**config.mk**
```make
export PLATFORM = sky130hd
export DESIGN_NAME = debug_unit
export DESIGN_NICKNAME = d
export VERILOG_FILES = /design/src/hdl/debug_pkg.sv /design/src/hdl/debug_unit.sv /design/src/hdl/bucket_sender.sv /design/src/hdl/debug_controller.sv /design/src/hdl/word_queue.sv /design/src/hdl/word_assembler.sv
export VERILOG_INCLUDE_DIRS = /design/src /design/src/hdl
export SDC_FILE = /design/constraint.sdc
export NUM_CORES = 1
export LEC_CHECK = 0
export BUFFER_PORTS_ARGS = -buffer_cell sky130_fd_sc_hd__buf_4
export CORE_MARGIN = 2
export CORE_UTILIZATION = 40
export DETAILED_ROUTE_END_ITERATION = 10
export GPL_TIMING_DRIVEN = 0
export SYNTH_ARGS = -nofsm -noshare
export SYNTH_HDL_FRONTEND = slang
export SYNTH_SLANG_ARGS = --single-unit
```
**constraint.sdc**
```tcl
create_clock -name clk -period 3.3 [get_ports clk]
set_input_delay 0.165 -clock clk [delete_from_list [all_inputs] [get_ports clk]]
set_output_delay 0.165 -clock clk [all_outputs]
set_load 0.03 [all_outputs]
```
**src/hdl/debug_macros.svh**
```systemverilog
`ifndef DEBUG_MACROS_SVH
`define DEBUG_MACROS_SVH

//////////////////////////////////////////////////
// widths and sizes
//////////////////////////////////////////////////

`define DBG_BYTE_W        8   // uart byte
`define DBG_WORD_W        32  // instruction and bucket
`define DBG_ADDR_W        7   // instruction memory address
`define DBG_BUCKET_BYTES  4   // bytes per status report
`define DBG_QUEUE_DEPTH   4   // default word queue depth
`define DBG_END_OPCODE_W  6   // all-ones opcode ends a program

//////////////////////////////////////////////////
// host command bytes
//////////////////////////////////////////////////

`define DBG_CMD_START       8'h01  // begin program load
`define DBG_CMD_CONTINUOUS  8'h02  // free run until halt
`define DBG_CMD_STEP_MODE   8'h03  // enter stepping
`define DBG_CMD_STEP        8'h06  // single processor cycle

`endif
```
**src/hdl/debug_pkg.sv**
```systemverilog
`include "debug_macros.svh"

package debug_pkg;

  //////////////////////////////////////////////////
  // scalar types
  //////////////////////////////////////////////////

  typedef logic [`DBG_BYTE_W-1:0] byte_t;    // one uart byte
  typedef logic [`DBG_WORD_W-1:0] word_t;    // one instruction
  typedef logic [`DBG_ADDR_W-1:0] addr_t;    // imem address
  typedef logic [`DBG_WORD_W-1:0] bucket_t;  // processor status word

  //////////////////////////////////////////////////
  // bundles
  //////////////////////////////////////////////////

  // one assembled program word
  typedef struct packed {
    logic  first;  // starts a new program
    logic  last;   // end-of-program word
    word_t data;
  } prog_word_t;

  // instruction memory write port
  typedef struct packed {
    logic  en;
    addr_t addr;
    word_t data;
  } imem_write_t;

  // debug controller FSM
  typedef enum logic [2:0] {
    idle,
    loading,
    waiting,
    stepping,
    running,
    reporting
  } ctrl_state_t;

endpackage

```
**src/hdl/debug_unit.sv**
```systemverilog
`timescale 1ns/1ps
`include "debug_macros.svh"

module debug_unit
(
  input  logic                   clk,
  input  logic                   reset,
  input  logic                   halt,
  input  debug_pkg::bucket_t     bucket,
  input  logic                   rx_done_tick,
  input  debug_pkg::byte_t       rx_data,
  input  logic                   tx_done_tick,
  output debug_pkg::imem_write_t imem_write,
  output logic                   ctrl_clk_mips,
  output logic                   debug,
  output logic                   tx_start,
  output debug_pkg::byte_t       data_out
);

  // assembler to queue
  logic                  asm_req;
  logic                  asm_ack;
  debug_pkg::prog_word_t asm_word;
  // queue to controller
  logic                  q_req;
  logic                  q_ack;
  debug_pkg::prog_word_t q_word;
  // commands and reports
  logic                  cmd_valid;
  debug_pkg::byte_t      cmd;
  logic                  report_req;
  logic                  report_ack;

  word_assembler word_assembler_inst (
    .clk          (clk),
    .reset        (reset),
    .rx_done_tick (rx_done_tick),
    .rx_data      (rx_data),
    .loading      (debug),
    .word_req     (asm_req),
    .word         (asm_word),
    .word_ack     (asm_ack),
    .cmd_valid    (cmd_valid),
    .cmd          (cmd)
  );

  word_queue #(
    .payload_t (debug_pkg::prog_word_t),
    .DEPTH     (`DBG_QUEUE_DEPTH)
  ) word_queue_inst (
    .clk      (clk),
    .reset    (reset),
    .in_req   (asm_req),
    .in_data  (asm_word),
    .in_ack   (asm_ack),
    .out_req  (q_req),
    .out_data (q_word),
    .out_ack  (q_ack)
  );

  debug_controller debug_controller_inst (
    .clk           (clk),
    .reset         (reset),
    .word_req      (q_req),
    .word          (q_word),
    .word_ack      (q_ack),
    .cmd_valid     (cmd_valid),
    .cmd           (cmd),
    .halt          (halt),
    .imem_write    (imem_write),
    .ctrl_clk_mips (ctrl_clk_mips),
    .report_req    (report_req),
    .report_ack    (report_ack)
  );

  bucket_sender bucket_sender_inst (
    .clk          (clk),
    .reset        (reset),
    .bucket       (bucket),
    .report_req   (report_req),
    .report_ack   (report_ack),
    .tx_start     (tx_start),
    .data_out     (data_out),
    .tx_done_tick (tx_done_tick)
  );

endmodule

```
**src/hdl/bucket_sender.sv**
```systemverilog
`timescale 1ns/1ps
`include "debug_macros.svh"

module bucket_sender
(
  input  logic               clk,
  input  logic               reset,
  input  debug_pkg::bucket_t bucket,
  input  logic               report_req,
  output logic               report_ack,
  output logic               tx_start,
  output debug_pkg::byte_t   data_out,
  input  logic               tx_done_tick
);

  localparam int IDX_W = $clog2(`DBG_BUCKET_BYTES);

  logic               req_prev;
  logic               tx_prev;
  logic               req_rise;
  logic               tx_rise;
  logic               busy;
  logic [IDX_W-1:0]   byte_idx;
  logic               last_byte;
  debug_pkg::bucket_t bucket_q;  // snapshot at request

  assign req_rise  = report_req && !req_prev;
  assign tx_rise   = tx_done_tick && !tx_prev;
  assign last_byte = (byte_idx == IDX_W'(`DBG_BUCKET_BYTES - 1));
  assign data_out  = bucket_q[byte_idx * `DBG_BYTE_W +: `DBG_BYTE_W];  // byte 0 first

  always_ff @(posedge clk)
  begin
    if (req_rise && !busy)
      bucket_q <= bucket;
  end

  always_ff @(posedge clk)
  begin
    if (reset)
    begin
      req_prev   <= 1'b0;
      tx_prev    <= 1'b0;
      busy       <= 1'b0;
      byte_idx   <= '0;
      tx_start   <= 1'b0;
      report_ack <= 1'b0;
    end
    else
    begin
      req_prev <= report_req;
      tx_prev  <= tx_done_tick;
      if (req_rise && !busy)
      begin
        busy     <= 1'b1;
        byte_idx <= '0;
        tx_start <= 1'b1;
      end
      else if (busy)
      begin
        if (tx_start && tx_rise)
        begin
          tx_start <= 1'b0;  // gap before next byte
          if (last_byte)
          begin
            busy       <= 1'b0;
            report_ack <= 1'b1;
          end
          else
            byte_idx <= byte_idx + 1'b1;
        end
        else if (!tx_start && !tx_done_tick)
          tx_start <= 1'b1;
      end
      else if (report_ack && !report_req)
        report_ack <= 1'b0;
    end
  end

endmodule

```
**src/hdl/debug_controller.sv**
```systemverilog
`timescale 1ns/1ps
`include "debug_macros.svh"

module debug_controller
(
  input  logic                   clk,
  input  logic                   reset,
  input  logic                   word_req,
  input  debug_pkg::prog_word_t  word,
  output logic                   word_ack,
  input  logic                   cmd_valid,
  input  debug_pkg::byte_t       cmd,
  input  logic                   halt,
  output debug_pkg::imem_write_t imem_write,
  output logic                   ctrl_clk_mips,
  output logic                   report_req,
  input  logic                   report_ack
);

  debug_pkg::ctrl_state_t state;
  logic                   accept;          // take a word this cycle
  logic                   wr_en;
  debug_pkg::addr_t       wr_addr;
  debug_pkg::word_t       wr_data;
  debug_pkg::addr_t       next_addr;
  logic                   report_busy;     // request issued for this report
  logic                   report_to_wait;  // report came from continuous run

  // words wait in the queue while the processor runs or reports
  assign accept = word_req && !word_ack &&
                  (state != debug_pkg::running) && (state != debug_pkg::reporting);

  assign imem_write = '{en: wr_en, addr: wr_addr, data: wr_data};

  //////////////////////////////////////////////////
  // program write path
  //////////////////////////////////////////////////

  always_ff @(posedge clk)
  begin
    if (accept)
    begin
      wr_addr <= word.first ? '0 : next_addr;
      wr_data <= word.data;
    end
  end

  //////////////////////////////////////////////////
  // FSM
  //////////////////////////////////////////////////

  always_ff @(posedge clk)
  begin
    if (reset)
    begin
      state          <= debug_pkg::idle;
      word_ack       <= 1'b0;
      wr_en          <= 1'b0;
      next_addr      <= '0;
      ctrl_clk_mips  <= 1'b0;
      report_req     <= 1'b0;
      report_busy    <= 1'b0;
      report_to_wait <= 1'b0;
    end
    else
    begin
      wr_en <= 1'b0;
      if (accept)
      begin
        word_ack  <= 1'b1;
        wr_en     <= 1'b1;  // single write pulse per word
        next_addr <= (word.first ? '0 : next_addr) + 1'b1;
      end
      else if (word_ack && !word_req)
        word_ack <= 1'b0;

      case (state)
        debug_pkg::waiting:
        begin
          if (cmd_valid && (cmd == `DBG_CMD_CONTINUOUS))
          begin
            ctrl_clk_mips <= 1'b1;
            state         <= debug_pkg::running;
          end
          else if (cmd_valid && (cmd == `DBG_CMD_STEP_MODE))
            state <= debug_pkg::stepping;
        end
        debug_pkg::stepping:
        begin
          if (cmd_valid && (cmd == `DBG_CMD_STEP))
          begin
            ctrl_clk_mips  <= 1'b1;  // exactly one cycle
            report_to_wait <= 1'b0;
            state          <= debug_pkg::reporting;
          end
        end
        debug_pkg::running:
        begin
          if (halt)
          begin
            ctrl_clk_mips  <= 1'b0;  // high through the halt cycle
            report_to_wait <= 1'b1;
            state          <= debug_pkg::reporting;
          end
        end
        debug_pkg::reporting:
        begin
          ctrl_clk_mips <= 1'b0;
          if (!report_busy)
          begin
            report_req  <= 1'b1;
            report_busy <= 1'b1;
          end
          else if (report_req && report_ack)
            report_req <= 1'b0;
          else if (!report_req && !report_ack)
          begin
            report_busy <= 1'b0;  // handshake back to zero
            state <= (report_to_wait || halt) ? debug_pkg::waiting : debug_pkg::stepping;
          end
        end
        default:
        begin
        end
      endcase

      // a new program takes over from idle, waiting or stepping
      if (accept)
        state <= word.last ? debug_pkg::waiting : debug_pkg::loading;
    end
  end

endmodule

```
**src/hdl/word_queue.sv**
```systemverilog
`timescale 1ns/1ps
`include "debug_macros.svh"

module word_queue
#(
  parameter type payload_t = debug_pkg::prog_word_t,
  parameter int  DEPTH     = `DBG_QUEUE_DEPTH
)
(
  input  logic     clk,
  input  logic     reset,
  input  logic     in_req,
  input  payload_t in_data,
  output logic     in_ack,
  output logic     out_req,
  output payload_t out_data,
  input  logic     out_ack
);

  localparam int PTR_W = (DEPTH > 1) ? $clog2(DEPTH) : 1;
  localparam int CNT_W = $clog2(DEPTH + 1);

  payload_t         mem [DEPTH];
  logic [PTR_W-1:0] wr_ptr;
  logic [PTR_W-1:0] rd_ptr;
  logic [CNT_W-1:0] count;
  logic             full;
  logic             push;
  logic             pop;

  function automatic logic [PTR_W-1:0] next_ptr(input logic [PTR_W-1:0] ptr);
    if (ptr == PTR_W'(DEPTH - 1))
      return '0;
    return ptr + 1'b1;
  endfunction

  assign full     = (count == CNT_W'(DEPTH));
  assign push     = in_req && !in_ack && !full;  // ack stays low while full
  assign pop      = out_req && out_ack;
  assign out_data = mem[rd_ptr];                  // head stays stable until pop

  //////////////////////////////////////////////////
  // storage
  //////////////////////////////////////////////////

  always_ff @(posedge clk)
  begin
    if (push)
      mem[wr_ptr] <= in_data;
  end

  //////////////////////////////////////////////////
  // pointers and handshakes
  //////////////////////////////////////////////////

  always_ff @(posedge clk)
  begin
    if (reset)
    begin
      wr_ptr  <= '0;
      rd_ptr  <= '0;
      count   <= '0;
      in_ack  <= 1'b0;
      out_req <= 1'b0;
    end
    else
    begin
      // input side
      if (push)
      begin
        wr_ptr <= next_ptr(wr_ptr);
        in_ack <= 1'b1;
      end
      else if (in_ack && !in_req)
        in_ack <= 1'b0;  // return to zero

      // output side
      if (pop)
      begin
        rd_ptr  <= next_ptr(rd_ptr);
        out_req <= 1'b0;
      end
      else if (!out_req && !out_ack && (count != '0))
        out_req <= 1'b1;  // offer head once ack is back low

      count <= count + CNT_W'(push) - CNT_W'(pop);
    end
  end

endmodule

```
**src/hdl/word_assembler.sv**
```systemverilog
`timescale 1ns/1ps
`include "debug_macros.svh"

module word_assembler
(
  input  logic                  clk,
  input  logic                  reset,
  input  logic                  rx_done_tick,
  input  debug_pkg::byte_t      rx_data,
  output logic                  loading,
  output logic                  word_req,
  output debug_pkg::prog_word_t word,
  input  logic                  word_ack,
  output logic                  cmd_valid,
  output debug_pkg::byte_t      cmd
);

  localparam int BYTES_PER_WORD = `DBG_WORD_W / `DBG_BYTE_W;
  localparam int CNT_W          = $clog2(BYTES_PER_WORD);

  logic             rx_prev;        // rx_done_tick one cycle back
  logic             rx_edge;
  logic             first_pending;  // next word opens a program
  logic [CNT_W-1:0] byte_cnt;
  debug_pkg::word_t shift_q;
  debug_pkg::word_t assembled;
  logic             take_byte;
  logic             word_done;
  logic             end_word;

  assign rx_edge   = rx_done_tick && !rx_prev;
  assign take_byte = rx_edge && loading && !word_req && !word_ack;  // dropped while held
  assign word_done = take_byte && (byte_cnt == CNT_W'(BYTES_PER_WORD - 1));
  assign assembled = {rx_data, shift_q[`DBG_WORD_W-1:`DBG_BYTE_W]};  // lsb byte first
  assign end_word  = &assembled[`DBG_WORD_W-1 -: `DBG_END_OPCODE_W];

  //////////////////////////////////////////////////
  // control
  //////////////////////////////////////////////////

  always_ff @(posedge clk)
  begin
    if (reset)
    begin
      rx_prev       <= 1'b0;
      loading       <= 1'b0;
      first_pending <= 1'b0;
      byte_cnt      <= '0;
      word_req      <= 1'b0;
      cmd_valid     <= 1'b0;
    end
    else
    begin
      rx_prev   <= rx_done_tick;
      cmd_valid <= 1'b0;
      if (word_req && word_ack)
        word_req <= 1'b0;  // queue took it
      if (!loading)
      begin
        if (rx_edge)
        begin
          if (rx_data == `DBG_CMD_START)
          begin
            loading       <= 1'b1;
            first_pending <= 1'b1;
            byte_cnt      <= '0;
          end
          else
            cmd_valid <= 1'b1;  // pass on to controller
        end
      end
      else if (take_byte)
      begin
        byte_cnt <= byte_cnt + 1'b1;
        if (word_done)
        begin
          byte_cnt      <= '0;
          word_req      <= 1'b1;
          first_pending <= 1'b0;
          if (end_word)
            loading <= 1'b0;  // program complete
        end
      end
    end
  end

  //////////////////////////////////////////////////
  // payload
  //////////////////////////////////////////////////

  always_ff @(posedge clk)
  begin
    if (take_byte)
      shift_q <= assembled;
    if (word_done)
    begin
      word.first <= first_pending;
      word.last  <= end_word;
      word.data  <= assembled;
    end
    if (rx_edge && !loading)
      cmd <= rx_data;
  end

endmodule

```
==> results of run 1 <==
-- cells in the mapped netlist, types with 4 or more instances --
library cell	count	area (um2)
nor2_1	25	93.8
ha_1	10	125
nand2b_1	7	43.8
nand3_1	4	20.0
and2_1	4	25.0
nor4_1	5	31.3
dfxtp_1	41	821
o21ai_0	13	65.1
mux4_2	42	946
inv_1	14	52.6
nor2b_1	16	100
nand4_1	4	25.0
a21oi_1	20	100
nand2_1	21	78.8
clkbuf_1	13	48.8
nor3_1	9	45.0
edfxtp_1	273	8200
-- registers in the layout, summed over array words and instances (netlist names), 2 cells and up, named ones only --
register / count
word_assembler_inst.cmd: 8
word_queue_inst.rd_ptr: 2
debug_controller_inst.wr_data: 32
word_assembler_inst.byte_cnt: 2
debug_controller_inst.next_addr: 7
word_queue_inst.mem: 136
word_queue_inst.count: 3
bucket_sender_inst.bucket_q: 32
word_assembler_inst.shift_q: 24
debug_controller_inst.wr_addr: 7
debug_controller_inst.state: 3
word_assembler_inst.word: 34
word_queue_inst.wr_ptr: 2
bucket_sender_inst.byte_idx: 2
-- cells by family (layout without fill, tap and decap cells) --
group,after synthesis,count (layout),synth area share [%]
compound gates,51,51,2.81
xor+xnor,4,4,0.313
fa+ha+maj,11,11,1.29
buf+inv,33,235,1.24
flops,314,314,80.5
mux,45,45,8.71
simple gates,110,110,5.18
-- per-stage QoR --
step           hold WS, ps  TNS (ps)  worst slack (ps)  instances
4_1_cts               94.7         0               621       1148
6_report              98.7         0               632       1148
2_1_floorplan          264         0               354        568
3_5_place_dp           344         0               659       1048
5_1_grt                134         0               459       1148
3_3_place_gp           343    -27550              -793       1040
-- cell usage in the layout (no fill, tap or decap), types with 4 or more instances in the layout --
| cell | instances |
|---|---|
| edfxtp_1 | 273 |
| buf_4 | 95 |
| dlygate4sd3_1 | 43 |
| mux4_2 | 42 |
| dfxtp_1 | 41 |
| clkbuf_16 | 35 |
| nor2_1 | 25 |
| nand2_1 | 21 |
| a21oi_1 | 20 |
| clkbuf_1 | 19 |
| nor2b_1 | 16 |
| o21ai_0 | 13 |
| inv_1 | 12 |
| ha_1 | 10 |
| nor3_1 | 9 |
| nand2b_1 | 7 |
| clkinv_2 | 6 |
| nor4_1 | 5 |
| clkinv_1 | 5 |
| buf_12 | 5 |
| and2_2 | 4 |
| nand4_1 | 4 |
| nand3_1 | 4 |
-- power breakdown --
| group | switching, W | internal (W) |
|---|---|---|
| clock | 0.00145 | 0.00210 |
| combinational | 0.0000924 | 0.000108 |
| sequential | 0.0000173 | 0.00429 |
| total | 0.00156 | 0.00649 |
-- layout make-up --
type | instances | area [um2] | share of cell area (%)
sequential | 314 | 9020 | 64.3
multi-input combinational | 221 | 2080 | 14.8
timing repair buffer | 145 | 1270 | 9.08
clock buffer | 41 | 898 | 6.40
tap | 378 | 473 | 3.37
clock inverter | 16 | 150 | 1.07
buffer | 19 | 86.3 | 0.615
inverter | 14 | 52.6 | 0.375
-- how the worst max path moves through the flow --
stage	endpoint	cells after the start	start	slack [ps]
after global routing	debug_controller_inst.next_addr[6]	9	flip-flop	460
after floorplan	word_assembler_inst.word[0]	3	word_assembler_inst.loading	350
after detailed placement	debug_controller_inst.next_addr[6]	9	flip-flop	660
final	debug_controller_inst.next_addr[6]	9	flip-flop	630
after CTS	debug_controller_inst.next_addr[6]	9	flip-flop	620
after global placement	word_assembler_inst.word[1]	4	word_assembler_inst.rx_prev	-790
-- metal layers --
layer	share of wire, %	GRT usage (%)	vias up
li1	-	-	2610
met1	41	16.3	2774
met2	52	24.2	155
met3	5.4	3.43	23
met4	1.5	4.09	0
met5	0	0	-
-- critical path, stage by stage, from the launching register on --
cell      delay, ps
dfxtp_1         310
clkbuf_1        370
mux4_2          480
clkbuf_1        250
nor2b_1         210
ha_1            220
and3_1          220
nand3_1          80
or3_1           300
a21oi_1         140
==> out/results.ini, run 1 <==
[timing]
clock_skew_ps=17.1
period_needed_ps=2670
setup_violations=0
tightestPinTransition_ps=909
maxSlewViolCount=0
rsz0062_at_grt=no
fmax_mhz=375
final_hold_viol_count=0
fin_crit_sh_pct=80.8
timing.max_slew.rel_slack_pct=39.3

[min_path]
hold_end=word_queue_inst.count[0]
min_delay_path_depth=2
hold_path.class=in -> reg
min-delay-start=reset

[floorplan]
die_y_um=171
ios=96
floorplan.initialDensity_pct=40.5
core-area_um2=27700
dieArea_um2=29400
die_x_um=171
rows=61

[layout]
area_growth_pct=25.2
final_core_util_pct=50.6
fill_cells=2203
drive_gt1_share_pct=26.6
finalInstanceArea_um2=14000
diodes=0
nets=805

[placed_design]
gp_congestion=0.783
place_area_um2=12600
portBuffers=94
hpwl_um=12100

[global_routing]
antenna_found_initial=0
grt_pass1_vias=5764
grt.total_usage_pct=13.6
grt_pass1_wl_um=30500
overflow=0
grt_max_degree=43

[worst_setup_path]
arrival_ps=3090
path_class=reg -> reg
worstRegToRegCells=9
reg2reg_to=debug_controller_inst.next_addr[6]
cp-start-kind=flip-flop
worstPathMaxFanout=10
end_kind=flip-flop
reg2reg_slack_ps=630
required_ps=3720

[synth]
synth-seq-cells=314
synth_fp_nets=624
synth_edf_count=273
synthDistinctLibCells=46
synthFlopType=edfxtp_1
synth_seq_area_share_pct=80.5
synthCells=568
synth_area_um2=11200
avgSynthCellArea_um2=19.7
async_flop_share_pct=0
yosys_warnings=0

[clock_network]
clkLatencyLatePin_ps=510
cts_hold_buf=43
cts-buffers-inserted=34
h-tree-depth=2
cts.clk_slew.worst_paths_ps=60
cts.repair.resized=0
root_buffer=clkbuf_16
post_cts_buffers=0
cts_sinks=314
cts_tree=built
cts_buffer_depth=3

[drt]
dr.first_iter.drc_count=339
vias=5562
antenna_left=0
drcViolationCount=0
drt-total-wl_um=19600
vias_per_cell=4.84
routedWlPerCell_um=17.1
drtPass1Iterations=4

[run_status]
outcome=completed

[power_and_ir_drop]
p_total_w=0.00805
p_leak_nw=4.68
power.density_nw_per_um2=574
peakVddDrop_v=0.000281

[flow_run]
cap_violations=0

(Power assumes the default switching activity.)
==> run 2, diff against run 1 <==
Clock period 3.3 ns to 2.2 ns, I/O delays scaled along.
==> run 2 against run 1 <==
The flow now finishes with violations (negative setup slack). Clock-buffer cell count fell by 6. Final cell count rose by 1.1%. Setup slack got worse by 680 ps. Non-clock buffer count rose by 11. Via count rose by 2.2%. Sequential power rose by 50%. Utilization rose by 1.1 points. Clock skew barely moved. Total power rose by 55%. Global-route usage rose by 0.53 points. Combinational power rose by 57%. Die area did not move.
==> out/results.ini, run 2 (synthesis gave the netlist of run 1 again) <==
[global_routing]
grt.total_usage_pct=14.1  ; +0.53 points
met2_usage_pct=24.6  ; +0.42 points
grt_pass1_wl_um=32100  ; +5.3%
grt_pass1_vias=6015  ; +4.4%
grt_max_degree=43  ; unchanged
antenna_found_initial=0  ; unchanged
overflow=0  ; unchanged
gr-max-usage-layer=met2
grt_use_met3_pct=3.06  ; -0.37 points
grt_use_met1_pct=17.9  ; +1.6 points

[drt]
antenna_left=0  ; unchanged
drcViolationCount=0  ; unchanged
routedWlPerCell_um=17.5  ; +2.2%
drt-total-wl_um=20300  ; +3.3%
drtPass1Iterations=5  ; +1
vias=5686  ; +2.2%
dr.first_iter.drc_count=504  ; +49%
vias_per_cell=4.90  ; +1.1%

[placed_design]
gp_congestion=0.745  ; -4.9%
place_area_um2=12600  ; +0.43%
dp_slack_ps=-258  ; -916 ps
portBuffers=94  ; unchanged
dp_cells=1048  ; unchanged
hpwl_um=12000  ; -0.79%

[floorplan]
die_x_um=171  ; unchanged
dieArea_um2=29400  ; unchanged
floorplan.initialDensity_pct=40.5  ; unchanged
ios=96  ; unchanged
die_y_um=171  ; unchanged
rows=61  ; unchanged
core-area_um2=27700  ; unchanged

[clock_network]
cts-buffers-inserted=31  ; -8.8%
cts_tree=built
clkLatencyLatePin_ps=570  ; +60 ps
h-tree-depth=1  ; -1
cts.clk_slew.worst_paths_ps=60  ; about the same
root_buffer=clkbuf_16
cts_sinks=314  ; unchanged
cts_buffer_depth=3  ; unchanged

[power_and_ir_drop]
p_total_w=0.0125  ; +55%
power.density_nw_per_um2=872  ; +52%
p_leak_nw=4.78  ; +2.3%
peakVddDrop_v=0.000531  ; +89%

[run_status]
violations=negative setup slack
outcome=finished with violations

[worst_setup_path]
path_class=reg -> reg
required_ps=2680  ; -1040 ps
end_kind=flip-flop
worstPathMaxFanout=5  ; -5
path_buf_inv=2  ; unchanged
path_delay_family=simple AND/OR/NAND/NOR gates
crit_chain=buf_8, mux4_2, buf_8, nor2b_4, ha_4, and3_4, nand3_2, or3_1, a21oi_1
slowest_stage=mux4_2
slowest_delay_ps=580  ; +100 ps
cp-start-kind=flip-flop
arrival_ps=2730  ; -360 ps
timing.critical_path.mode_cell=buf_8

[timing]
final_hold_viol_count=0  ; unchanged
fin_crit_sh_pct=102  ; +21 points
fmax_mhz=444  ; +18%
clock_skew_ps=17.4  ; +0.337 ps
timing.max_slew.rel_slack_pct=35.1  ; -4.2 points
tightestPinTransition_ps=972  ; +63.8 ps
setup_ws_ps=-51.5  ; -684 ps
rsz0062_at_grt=yes
worst_hold_slack_ps=264  ; +165 ps
setup_violations=1  ; +1
maxSlewViolCount=0  ; unchanged
period_needed_ps=2250  ; -416 ps

[layout]
area_growth_pct=27.9
finalNonFillerCells=1161  ; +1.1%
nets=814  ; +1.1%
reg.largest.list=word_queue_inst.mem (136), word_assembler_inst.word (34)
drive_gt1_share_pct=29.6  ; +3.0 points
final_cell_mix=edfxtp_1 (273), buf_4 (102), dlygate4sd3_1 (47)
largest_reg_flops=136  ; unchanged
diodes=0  ; unchanged
final_common_cell=edfxtp_1
regMostFlops=word_queue_inst.mem
finalInstanceArea_um2=14300  ; +2.2%

[min_path]
hold_path.class=in -> reg

[flow_run]
cap_violations=0  ; unchanged

## run 2: cell types whose count changed in the layout (fill, tap and decap cells not counted), sizes merged, moves of 2 or more
cell / before / now
buf: 108 / 116
bufinv: 2 / 8
clkbuf: 54 / 47
clkinv: 13 / 11
clkinvlp: 0 / 5
dlygate4sd3: 43 / 47
## run 2: power by group
| part | total [W] | switching, W | internal (W) |
|---|---|---|---|
| Combinational | 0.000315 | 0.000145 | 0.000170 |
| Sequential | 0.00646 | 0.0000330 | 0.00643 |
| Clock | 0.00573 | 0.00220 | 0.00353 |
## run 2: final cells by class
| cell class | count | area, um2 |
|---|---|---|
| fillers | 2159 | 13400 |
| flip-flops and latches | 314 | 9020 |
| multi-input cells | 221 | 2150 |
| repair buffers | 157 | 1410 |
| clock buffers | 35 | 791 |
| well taps | 378 | 473 |
| clock inverters | 23 | 335 |
| plain buffers | 18 | 98.8 |
| inverters | 14 | 56.3 |
| repair inverters | 1 | 7.51 |
## run 2: path summary, 6_finish.rpt
check	startpoint	end	slack, ps	depth (start not counted)
max	flip-flop	debug_controller_inst.next_addr[6]	-50	9
min	bucket[5]	bucket_sender_inst.bucket_q[5]	260	2
max reg2reg	flip-flop	debug_controller_inst.next_addr[6]	-50	9
min reg2reg	word_assembler_inst.shift_q[10]	word_assembler_inst.word[2]	400	0
## run 2: layer usage
| metal | up-vias | share of wire (%) | wire length [um] |
|---|---|---|---|
| met5 | - | 0 | 0 |
| met4 | 0 | 2.1 | 426 |
| met3 | 35 | 5.0 | 1010 |
| met2 | 166 | 51 | 10400 |
| met1 | 2856 | 42 | 8420 |
| li1 | 2629 | - | - |
## run 2: per-stage QoR
| step | util (%) | TNS (ps) |
|---|---|---|
| floorplan | - | -9740 |
| global placement | 44.9 | -161150 |
| detailed placement | 45.5 | -8860 |
| CTS | 51.4 | -122 |
| global route | 51.8 | -204 |
| finish | 51.8 | -51.5 |
## run 2: timing repair
item,in CTS,in global routing
pin swaps,3,1
hold buffers,47,0
gates cloned,1,1
endpoints found under the hold margin,65,0
gates resized for setup,6,8
endpoints found under the setup margin,46,91
buffers inserted,3,4
## run 2: worst register-to-register path: stages, from the launching register on
cell	delay, ps
dfxtp_2	330
buf_8	110
mux4_2	580
buf_8	180
nor2b_4	130
ha_4	150
and3_4	200
nand3_2	60
or3_1	310
a21oi_1	120
